[src/rtl/frontEnd_defines.svh]
// front end defines, address width, reset vector and jump field size
`ifndef FRONTEND_DEFINES_SVH
`define FRONTEND_DEFINES_SVH

// datapath and address width
// pc, operands and targets all share it
`define ADDR_W 32

// boot vector in kseg1, uncached rom
`define PC_RESET 32'hBFC0_0000

// j / jal immediate field, instr[25:0]
// shifted left by two to form the word address
`define JIMM_W 26

// jump target layout
//   [31:28] from pc+4 of the jump
//   [27:2]  immediate field
//   [1:0]   always zero

`endif
[src/rtl/frontEndPkg.sv]
// front end package with control-transfer, exception-entry and next-pc select types
package frontEndPkg;

    // control transfer resolved in exe
    // conditional types read busA (and busB for beq/bne)
    typedef enum logic [2:0] {
        brNone = 3'd0,  // plain instruction, no redirect
        brBeq  = 3'd1,  // busA == busB
        brBne  = 3'd2,  // busA != busB
        brBgez = 3'd3,  // busA >= 0, signed
        brBgtz = 3'd4,  // busA > 0
        brBlez = 3'd5,  // busA <= 0
        brBltz = 3'd6,  // busA < 0
        brJr   = 3'd7   // register jump, target is busA
    } BranchType;

    // entry request from mem stage
    // oldest stage, so it beats every other redirect
    typedef enum logic [1:0] {
        excNone    = 2'd0,  // nothing pending
        excTrap    = 2'd1,  // go to exception vector
        excEret    = 2'd2,  // return to epc
        excRefetch = 2'd3   // replay from mem pc
    } ExcEntry;

    // next-pc mux select
    // encoding follows the mux input order in nextPcGen
    typedef enum logic [2:0] {
        selSeq     = 3'd0,  // pc + 4
        selJump    = 3'd1,  // id immediate jump
        selEpc     = 3'd2,  // eret
        selVector  = 3'd3,  // exception entry
        selExe     = 3'd4,  // branch or jr from exe
        selRefetch = 3'd5   // mem pc again
    } PcSel;

    // values 6 and 7 of PcSel are never produced
    // the mux falls back to pc + 4 for them

endpackage

[src/rtl/preIfStage.sv]
// pre-fetch stage top, wires branch resolution, source select and pc generation
`include "frontEnd_defines.svh"

module preIfStage (
    input  logic                   clk,
    input  logic                   rstN,
    input  logic                   pcWr,           // stall when low

    // id stage, immediate jump
    input  logic                   idIsJump,
    input  logic [`ADDR_W-1:0]     idPc,
    input  logic [`ADDR_W-1:0]     idInstr,

    // exe stage, branch / jr
    input  frontEndPkg::BranchType exeBranchType,
    input  logic [`ADDR_W-1:0]     exePc,
    input  logic [`ADDR_W-1:0]     exeImm32,
    input  logic [`ADDR_W-1:0]     exeBusA,
    input  logic [`ADDR_W-1:0]     exeBusB,

    // mem stage, exception entry and return
    input  frontEndPkg::ExcEntry   memEntry,
    input  logic [`ADDR_W-1:0]     memEpc,         // cp0 epc
    input  logic [`ADDR_W-1:0]     memPc,          // refetch address
    input  logic [`ADDR_W-1:0]     excVector,

    output logic [`ADDR_W-1:0]     pc,             // to if stage
    output logic [`ADDR_W-1:0]     fetchAddr,      // to icache, virt == phys
    output logic                   fetchReq,
    output logic                   pcAdEL
);

    logic               exeRedirect;   // taken in exe
    logic [`ADDR_W-1:0] exeTarget;
    frontEndPkg::PcSel  pcSel;

    // condition and target from exe operands
    branchUnit branch0 (
        .exeBranchType (exeBranchType),
        .exePc         (exePc),
        .exeImm32      (exeImm32),
        .exeBusA       (exeBusA),
        .exeBusB       (exeBusB),
        .exeRedirect   (exeRedirect),
        .exeTarget     (exeTarget)
    );

    // fixed priority, mem > exe > id > seq
    pcSelect select0 (
        .memEntry    (memEntry),
        .exeRedirect (exeRedirect),
        .idIsJump    (idIsJump),
        .pcSel       (pcSel)
    );

    // pc register and outputs
    nextPcGen pcGen0 (
        .clk       (clk),
        .rstN      (rstN),
        .pcWr      (pcWr),
        .pcSel     (pcSel),
        .idPc      (idPc),
        .idInstr   (idInstr),
        .exeTarget (exeTarget),
        .memEpc    (memEpc),
        .memPc     (memPc),
        .excVector (excVector),
        .pc        (pc),
        .fetchReq  (fetchReq),
        .pcAdEL    (pcAdEL)
    );

    // no tlb, fetch goes out on the pc itself
    assign fetchAddr = pc;

endmodule

[src/rtl/nextPcGen.sv]
// next-pc generation, target adders, source mux, pc register and fetch request
`include "frontEnd_defines.svh"

module nextPcGen (
    input  logic               clk,
    input  logic               rstN,
    input  logic               pcWr,       // low stalls the pc
    input  frontEndPkg::PcSel  pcSel,
    input  logic [`ADDR_W-1:0] idPc,
    input  logic [`ADDR_W-1:0] idInstr,
    input  logic [`ADDR_W-1:0] exeTarget,  // from branchUnit
    input  logic [`ADDR_W-1:0] memEpc,
    input  logic [`ADDR_W-1:0] memPc,
    input  logic [`ADDR_W-1:0] excVector,
    output logic [`ADDR_W-1:0] pc,
    output logic               fetchReq,
    output logic               pcAdEL      // instruction address error
);

    logic [`ADDR_W-1:0] seqPc;      // pc + 4
    logic [`ADDR_W-1:0] idPcAdd4;   // region source for j
    logic [`ADDR_W-1:0] jumpTarget;
    logic [`ADDR_W-1:0] nextPc;

    assign seqPc    = pc + `ADDR_W'(4);
    assign idPcAdd4 = idPc + `ADDR_W'(4);

    // 256MB region of the slot after the jump, then the word index
    assign jumpTarget = {idPcAdd4[`ADDR_W-1:`JIMM_W+2],
                         idInstr[`JIMM_W-1:0],
                         2'b00};

    // six way source mux
    always_comb begin
        unique case (pcSel)
            frontEndPkg::selSeq:     nextPc = seqPc;
            frontEndPkg::selJump:    nextPc = jumpTarget;
            frontEndPkg::selEpc:     nextPc = memEpc;      // eret
            frontEndPkg::selVector:  nextPc = excVector;   // exception entry
            frontEndPkg::selExe:     nextPc = exeTarget;
            frontEndPkg::selRefetch: nextPc = memPc;       // replay
            default:                 nextPc = seqPc;       // unused codes
        endcase
    end

    // pc register
    // write enable is the only back-pressure, a stall repeats the address
    always_ff @(posedge clk) begin
        if (!rstN) begin
            pc <= `PC_RESET;
        end else if (pcWr) begin
            pc <= nextPc;
        end
    end

    // fetch request
    // low in reset, up on the first edge after release and stays there
    always_ff @(posedge clk) begin
        if (!rstN) begin
            fetchReq <= 1'b0;
        end else begin
            fetchReq <= 1'b1;
        end
    end

    // adel on any misaligned pc, jr is the usual source
    assign pcAdEL = |pc[1:0];

endmodule

[src/rtl/pcSelect.sv]
// next-pc source priority, mem entry over exe redirect over id jump over pc+4
module pcSelect (
    input  frontEndPkg::ExcEntry memEntry,     // oldest redirect
    input  logic                 exeRedirect,  // taken branch or jr
    input  logic                 idIsJump,     // immediate jump in id
    output frontEndPkg::PcSel    pcSel
);

    // older stage always wins
    // a younger redirect is on the wrong path once an older one fires
    always_comb begin
        pcSel = frontEndPkg::selSeq;   // nothing redirects
        if (memEntry != frontEndPkg::excNone) begin
            // mem entry picks its own source
            unique case (memEntry)
                frontEndPkg::excTrap:    pcSel = frontEndPkg::selVector;
                frontEndPkg::excEret:    pcSel = frontEndPkg::selEpc;
                frontEndPkg::excRefetch: pcSel = frontEndPkg::selRefetch;
                default:                 pcSel = frontEndPkg::selSeq;
            endcase
        end else if (exeRedirect) begin
            pcSel = frontEndPkg::selExe;     // resolved branch / jr
        end else if (idIsJump) begin
            pcSel = frontEndPkg::selJump;    // j / jal
        end
    end

endmodule

[src/rtl/branchUnit.sv]
// exe branch resolution, evaluates the condition and forms the redirect target
`include "frontEnd_defines.svh"

module branchUnit (
    input  frontEndPkg::BranchType exeBranchType,
    input  logic [`ADDR_W-1:0]     exePc,
    input  logic [`ADDR_W-1:0]     exeImm32,    // sign extended offset, words
    input  logic [`ADDR_W-1:0]     exeBusA,     // rs after forwarding
    input  logic [`ADDR_W-1:0]     exeBusB,     // rt after forwarding
    output logic                   exeRedirect,
    output logic [`ADDR_W-1:0]     exeTarget
);

    logic              busEq;       // rs == rt
    logic              busANeg;     // sign bit of rs
    logic              busAZero;    // rs == 0
    logic              condTrue;
    logic [`ADDR_W-1:0] offsetSh;   // offset << 2
    logic [`ADDR_W-1:0] relTarget;  // pc relative target

    assign busEq    = (exeBusA == exeBusB);
    assign busANeg  = $signed(exeBusA) < 0;   // signed compare against zero
    assign busAZero = (exeBusA == '0);

    // byte offset, top two bits of imm drop out
    assign offsetSh  = {exeImm32[`ADDR_W-3:0], 2'b00};
    // target relative to the slot after the branch
    assign relTarget = exePc + `ADDR_W'(4) + offsetSh;

    // condition per opcode
    always_comb begin
        unique case (exeBranchType)
            frontEndPkg::brBeq:  condTrue = busEq;
            frontEndPkg::brBne:  condTrue = !busEq;
            frontEndPkg::brBgez: condTrue = !busANeg;
            frontEndPkg::brBgtz: condTrue = !busANeg && !busAZero;  // strictly positive
            frontEndPkg::brBlez: condTrue = busANeg || busAZero;
            frontEndPkg::brBltz: condTrue = busANeg;
            frontEndPkg::brJr:   condTrue = 1'b1;    // always taken
            default:             condTrue = 1'b0;    // brNone
        endcase
    end

    assign exeRedirect = condTrue;

    // jr takes the register, every other type the relative target
    // target is don't-care when not redirecting, so no gating here
    assign exeTarget = (exeBranchType == frontEndPkg::brJr) ? exeBusA : relTarget;

endmodule

[config.mk]
export PLATFORM = sky130hd
export DESIGN_NAME = preIfStage
export DESIGN_NICKNAME = d
export VERILOG_FILES = /design/src/rtl/frontEndPkg.sv /design/src/rtl/preIfStage.sv /design/src/rtl/nextPcGen.sv /design/src/rtl/pcSelect.sv /design/src/rtl/branchUnit.sv
export VERILOG_INCLUDE_DIRS = /design/src /design/src/rtl
export SDC_FILE = /design/constraint.sdc
export NUM_CORES = 1
export LEC_CHECK = 0
export ABC_AREA = 1
export BUFFER_PORTS_ARGS = -buffer_cell sky130_fd_sc_hd__buf_2
export CAP_MARGIN = 20
export CORE_ASPECT_RATIO = 2
export CORE_MARGIN = 2
export CORE_UTILIZATION = 30
export CTS_CLUSTER_SIZE = 24
export DETAILED_ROUTE_END_ITERATION = 10
export SYNTH_ARGS = -nofsm -noshare
export SYNTH_HDL_FRONTEND = slang
export SYNTH_HIERARCHICAL = 1
export SYNTH_SLANG_ARGS = --single-unit
[constraint.sdc]
create_clock -name clk -period 3.6 [get_ports clk]
set_input_delay 0.72 -clock clk [delete_from_list [all_inputs] [get_ports clk]]
set_output_delay 0.72 -clock clk [all_outputs]
set_load 0.005 [all_outputs]
==> After elaboration in Yosys (flattened, before gate mapping) <==
Index checks and enable logic that the tools add are counted.
{ "totals": {"reg_bits": 33, "latch_bits": 0, "mem_bits_rw": 0, "mem_bits_ro": 0, "in_bits": 297, "wordCells": 39, "n_memories": 0} }
{ "op_classes": {"add_sub_neg": 4, "n_mul": 0, "div": 0, "order_cmp": 1, "n_eq_ne": 16, "n_shift": 0, "n_mux": 8, "n_bitwise": 0, "reduce_logical": 8} }
{ "ops": {"columns": ["op", "n"], "rows": [
  ["$pmux W32 S5", 1],
  ["$add A32 B3 Y32 const B", 3],
  ["$add A32 B32 Y32", 1],
  ["$eq A32 B32 Y1", 1],
  ["$logic_not A32 Y1", 1],
  ["$lt A32 B1 Y1 const B", 1],
  ["$mux W32", 1],
  ["$eq A3 B3 Y1 const B", 6],
  ["$eq A3 B2 Y1 const B", 4],
  ["$pmux W3 S3", 1],
  ["$pmux W1 S7", 1],
  ["$eq A3 B1 Y1 const B", 2],
  ["$mux W3", 2],
  ["$eq A2 B2 Y1 const B", 2],
  ["$logic_not A1 Y1", 3],
  ["$eq A2 B1 Y1 const B", 1],
  ["$mux W1", 2],
  ["$reduce_bool A2 Y1", 1],
  ["$reduce_or A2 Y1", 1],
  ["$logic_and A1 B1 Y1", 1],
  ["$logic_or A1 B1 Y1", 1]
]} }

==> Depth between registers and ports, before layout <==
{ "depth": {"depth_word": 8, "ltp_mapped": 22, "mapped_depth_nobuf": 21} }

==> Hierarchy <==
The synthesis kept the hierarchy.
{ "modules_own_cells": {"columns": ["module", "instances", "cells_each", "area_each_um2", "seq_area_each_um2"], "rows": [
  ["branchUnit", 1, 682, 3558.4, 0.0],
  ["nextPcGen", 1, 674, 3543.4, 660.6],
  ["preIfStage", 1, 32, 240.2, 0.0],
  ["pcSelect", 1, 16, 97.6, 0.0]
]} }

==> Least setup slack after synthesis <==
Ideal clock, no wire load.
{ "synth_path": {"kind": "in2reg", "from": "input exePc[3]", "to": "register pcGen0.pc[31]", "t_arrival_ns": 2.789, "t_required_ns": 3.485, "path_slack_ns": 0.696, "path_stages": 16, "n_path_buf": 0, "cell_sequence": "ha_1 ha_1 fa_1 nand3_1 nand3_1 nand3_2 nand3b_4 nand2_1 nand3_1 nand3_1 nand2_1 a22o_1 nor2_1 nand3_1 nand2_1 nand2_1"} }
{ "synth_between": {"elab_chain_len": 4} }
{ "synth_rtl": {"columns": ["element", "line", "rtl"], "rows": [
  ["start: declaration", "preIfStage.sv:16", "input logic [`ADDR_W-1:0] exePc,"],
  ["$add A32 B3 Y32", "branchUnit.sv:28", "assign relTarget = exePc + `ADDR_W'(4) + offsetSh;"],
  ["$add A32 B32 Y32", "branchUnit.sv:28", null],
  ["$mux W32", "branchUnit.sv:48", "assign exeTarget = (exeBranchType == frontEndPkg::brJr) ? exeBusA : relTarget;"],
  ["named net exeTarget[31]", "preIfStage.sv:34", "logic [`ADDR_W-1:0] exeTarget;"],
  ["$pmux W32 S5", "nextPcGen.sv:35", "unique case (pcSel)"],
  ["end signal: assignment", "nextPcGen.sv:50", "pc <= `PC_RESET;"],
  ["end signal: assignment", "nextPcGen.sv:52", "pc <= nextPc;"],
  ["end: declaration", "nextPcGen.sv:15", "output logic [`ADDR_W-1:0] pc,"]
]} }
The timed path passes the listed nets, and every way through them passes these cells.
A chain may end at the register's enable or synchronous reset.

==> Worst setup path after layout <==
{ "layout_path": {"from": "input exeBusA[2]", "to": "register pcGen0.pc[10]"} }
{ "layout_between": {"elab_chain_len": 8, "elab_cells_between_ends": 17, "cone_classes": "order compare (1); eq/ne (6); mux (4); reduce/logical (6)"} }
{ "layout_rtl": {"columns": ["element", "line", "rtl"], "rows": [
  ["start: declaration", "preIfStage.sv:18", "input logic [`ADDR_W-1:0] exeBusA,"],
  ["$lt A32 B1 Y1 or $logic_not A32 Y1 (tied branches)", "branchUnit.sv:22, branchUnit.sv:23", null],
  ["$logic_not A1 Y1 (on tied branches)", "branchUnit.sv:35, branchUnit.sv:36", null],
  ["$logic_and A1 B1 Y1", "branchUnit.sv:36", "frontEndPkg::brBgtz: condTrue = !busANeg && !busAZero;"],
  ["$pmux W1 S7 (*)", "branchUnit.sv:32", "unique case (exeBranchType)"],
  ["named net exeRedirect", "preIfStage.sv:33", "logic exeRedirect;"],
  ["$mux W3 (*)", "pcSelect.sv:21", "end else if (exeRedirect) begin"],
  ["$mux W3 (*)", "pcSelect.sv:13", "if (memEntry != frontEndPkg::excNone) begin"],
  ["named net pcSel[2]", "preIfStage.sv:35", "frontEndPkg::PcSel pcSel;"],
  ["$eq A3 B3 Y1 (tied with other cells)", "nextPcGen.sv:35", null],
  ["$pmux W32 S5 (*)", "nextPcGen.sv:35", null]
]} }
The timed path passes the listed nets; every way through them passes the cells marked *.

==> out/results.ini <==
[finish]
final_nets=2085
fin_area_mm2=0.009638
drive_gt1_share_pct=24.80
final_util_pct=39.46
area_delta_synth_final_pct=29.55

[yosys]
synth.most_common_cell=nand2_1
syn_avg_cell_area_um2=5.299
netlist_area_mm2=0.007440
async_flop_share_pct=0
yosysTopAreaCellShare_pct=29.21
synthTopCellsByCount=nand2_1, inv_1, nor2_1
netlist_instances=1404
synth_edf_count=0
synth_top_area_cell=nand2_1
ys_seq_elements=33
synth_fp_nets=1764
synth_cell_types=40
yosysWarningCount=6
ys_seq_area_share_pct=8.880
synth_area_leaders=nand2_1, ha_1, dfxtp_1
synthFlopType=dfxtp_1

[sta]
fin_crit_ns=3.136
finalSetupViolations=0
post-route-period-util_pct=87.11
timing.fmax_ghz=0.3189
postLayoutSetupSlackWorst_ns=0.4639
worst_pin_slew_ns=0.6176
finalClockSkew_ns=0.003804
final_hold_viol_count=0
drv_slew=0
rsz0062_at_grt=no
tns_ns=0
slew_headroom_pct=58.78

[floorplan]
core_area_mm2=0.02442
start_util_pct=30.46
io_pins=363
die_area_mm2=0.02615
die_w_um=115.4
dieHeight_um=226.7
row_count=81

[detailed_routing]
wl_per_cell_um=16.88
vias=9836
viasPerCell=4.772
drt_wl_total_um=34800
drc=0
postRouteAntennaNets=0
drt_pre_antenna_iters=6
drtIter0Drc=478

[clock_tree]
clk_pin_slew_ns=0.06
clock_path_buffers=2
clock_sinks=33
clock_latency_ns=0.29
numCtsBuffers=5
ctsHtreeMaxLevel=2
cts_tree=built
post_cts_resize_count=0
postCtsHoldBufs=0
post_cts_buffers=0
root_buffer=clkbuf_16

[placed_design]
placed_area_mm2=0.009460
place_congestion=0.9885
portBuffers=352
place_ws_ns=0.1199
place.detailed.hpwl_um=30450

[setup_path]
r2r_start=pcGen0/pc[2]
r2r-end=pcGen0/pc[22]
critPathRequiredTime_ns=3.82
path_delay_family=simple AND/OR/NAND/NOR gates
worstPathArrival_ns=3.36
cp_num_buf_inv=3
end_kind=flop
worstPathCellList=buf_2 -> xnor2_1 -> nand2_1 -> nor2_1 -> nand2_1 -> nor2_1 -> nand3_1 -> nand3_1 -> nand2_1 -> o21ai_0 -> inv_1 -> nand2_1 -> nand3_1 -> inv_2 -> o21ai_0 -> a21oi_1 -> nor2_1 -> a21oi_1
worstPathMaxFanout=5
start_kind=input pin
cpMaxStageDelayCell=nand3_1
worstSetupPathType=in2reg
slowest_delay_ns=0.29
rr_worst_depth=9
r2r_slack_ns=1.57
crit_top_cell=nand2_1

[power_and_ir_drop]
p_leak_uw=0.005348
ir_worst_vdd_mv=0.1712
power_density_mw_per_mm2=237.5

[grt]
grtUsageTotal_pct=25.37
antenna_found_initial=3
overflow=0
grt_max_degree=44
grt_pass1_wl_um=49870
grt_pass1_vias=9467

[outcome]
status=finished clean

[hold_path]
worstHoldPathCells=2
min_path_type=reg2reg
min-delay-start=pcGen0/pc[3]
hold_end=pcGen0/pc[3]

[job]
maxCapViolCount=0

==> report_power, final <==
group | switching [µW] | total (µW) | internal (µW)
Clock | 181 | 435 | 254
Combinational | 815 | 1370 | 559
Sequential | 76.2 | 480 | 403
==> cell families after synthesis <==
family | after synthesis | share of synthesized area (%)
buffers and inverters | 229 | 13.57
and+or+nand+nor | 895 | 51.06
DFF | 33 | 8.880
xor gates and xnor gates | 50 | 5.886
AOI/OAI and AO/OA | 134 | 9.906
adders and majority gates | 63 | 10.70
==> registers in the layout, indices dropped and copies added (netlist names) <==
signal / count
pcGen0/fetchReq: 1
pcGen0/pc: 32
==> metal layers <==
layer	vias up	GRT usage [%]	wire length [µm]	part of all wire, %
li1	5025	-	-	-
met1	4447	23.56	11910	34
met2	315	54.93	20460	59
met3	49	1.069	1292	3.7
met4	0	9.056	1130	3.2
met5	-	0	0	0
==> worst min-delay path: stages (launching register included) <==
cell and delay (ns):
dfxtp_1 0.36, nand2_1 0.09, a21oi_1 0.05
==> per-stage QoR <==
stage	hold WS [ns]	cells	total power, µW
after CTS	0.5511	2057	2298
after floorplan	0.5031	1404	1300
after detailed placement	0.5419	2049	1857
after global routing	0.5814	2060	2466
final	0.5520	2061	2289
after global placement	0.5294	2049	1848
==> layout by cell type (no fill, tap or decap), types with 2 or more instances in the layout <==
cell / instances
nand2_2: 7
nand2_1: 579
o21ai_1: 15
nand3_2: 7
nand3b_1: 12
inv_2: 5
nand3b_4: 3
nor2_2: 14
dfxtp_1: 33
nand3_1: 69
inv_1: 160
clkinv_2: 2
a22oi_1: 3
clkbuf_16: 5
nor3b_1: 9
xor2_1: 10
nor2_4: 4
o211ai_1: 4
ha_1: 62
nand4_1: 25
diode_2: 3
buf_2: 352
a21oi_1: 57
buf_4: 20
nor2_1: 153
xnor2_1: 40
a31oi_1: 5
buf_12: 4
a22o_1: 8
nor3_1: 9
o21ai_0: 37
==> worst max path at each step <==
| stage | from | to | slack, ns | depth (start not counted) |
|---|---|---|---|---|
| floorplan | exePc[3] | pcGen0/pc[31] | 0.70 | 16 |
| global placement | exeBusA[3] | pcGen0/pc[10] | 0.18 | 20 |
| detailed placement | exeBusA[3] | pcGen0/pc[10] | 0.12 | 20 |
| CTS | exeBusA[3] | pcGen0/pc[10] | 0.42 | 20 |
| global route | exeBusA[2] | pcGen0/pc[10] | 0.20 | 18 |
| finish | exeBusA[2] | pcGen0/pc[10] | 0.46 | 18 |
==> layout make-up <==
type | count | area (µm²)
Multi-Input combinational cell | 1142 | 5769
Timing Repair Buffer | 377 | 2019
Clock buffer | 5 | 125.1
Antenna cell | 3 | 7.507
Fill cell | 2851 | 14790
Sequential cell | 33 | 660.6
Tap cell | 332 | 415.4
Inverter | 166 | 623.1
Clock inverter | 3 | 17.52
(Power assumes the default switching activity.)
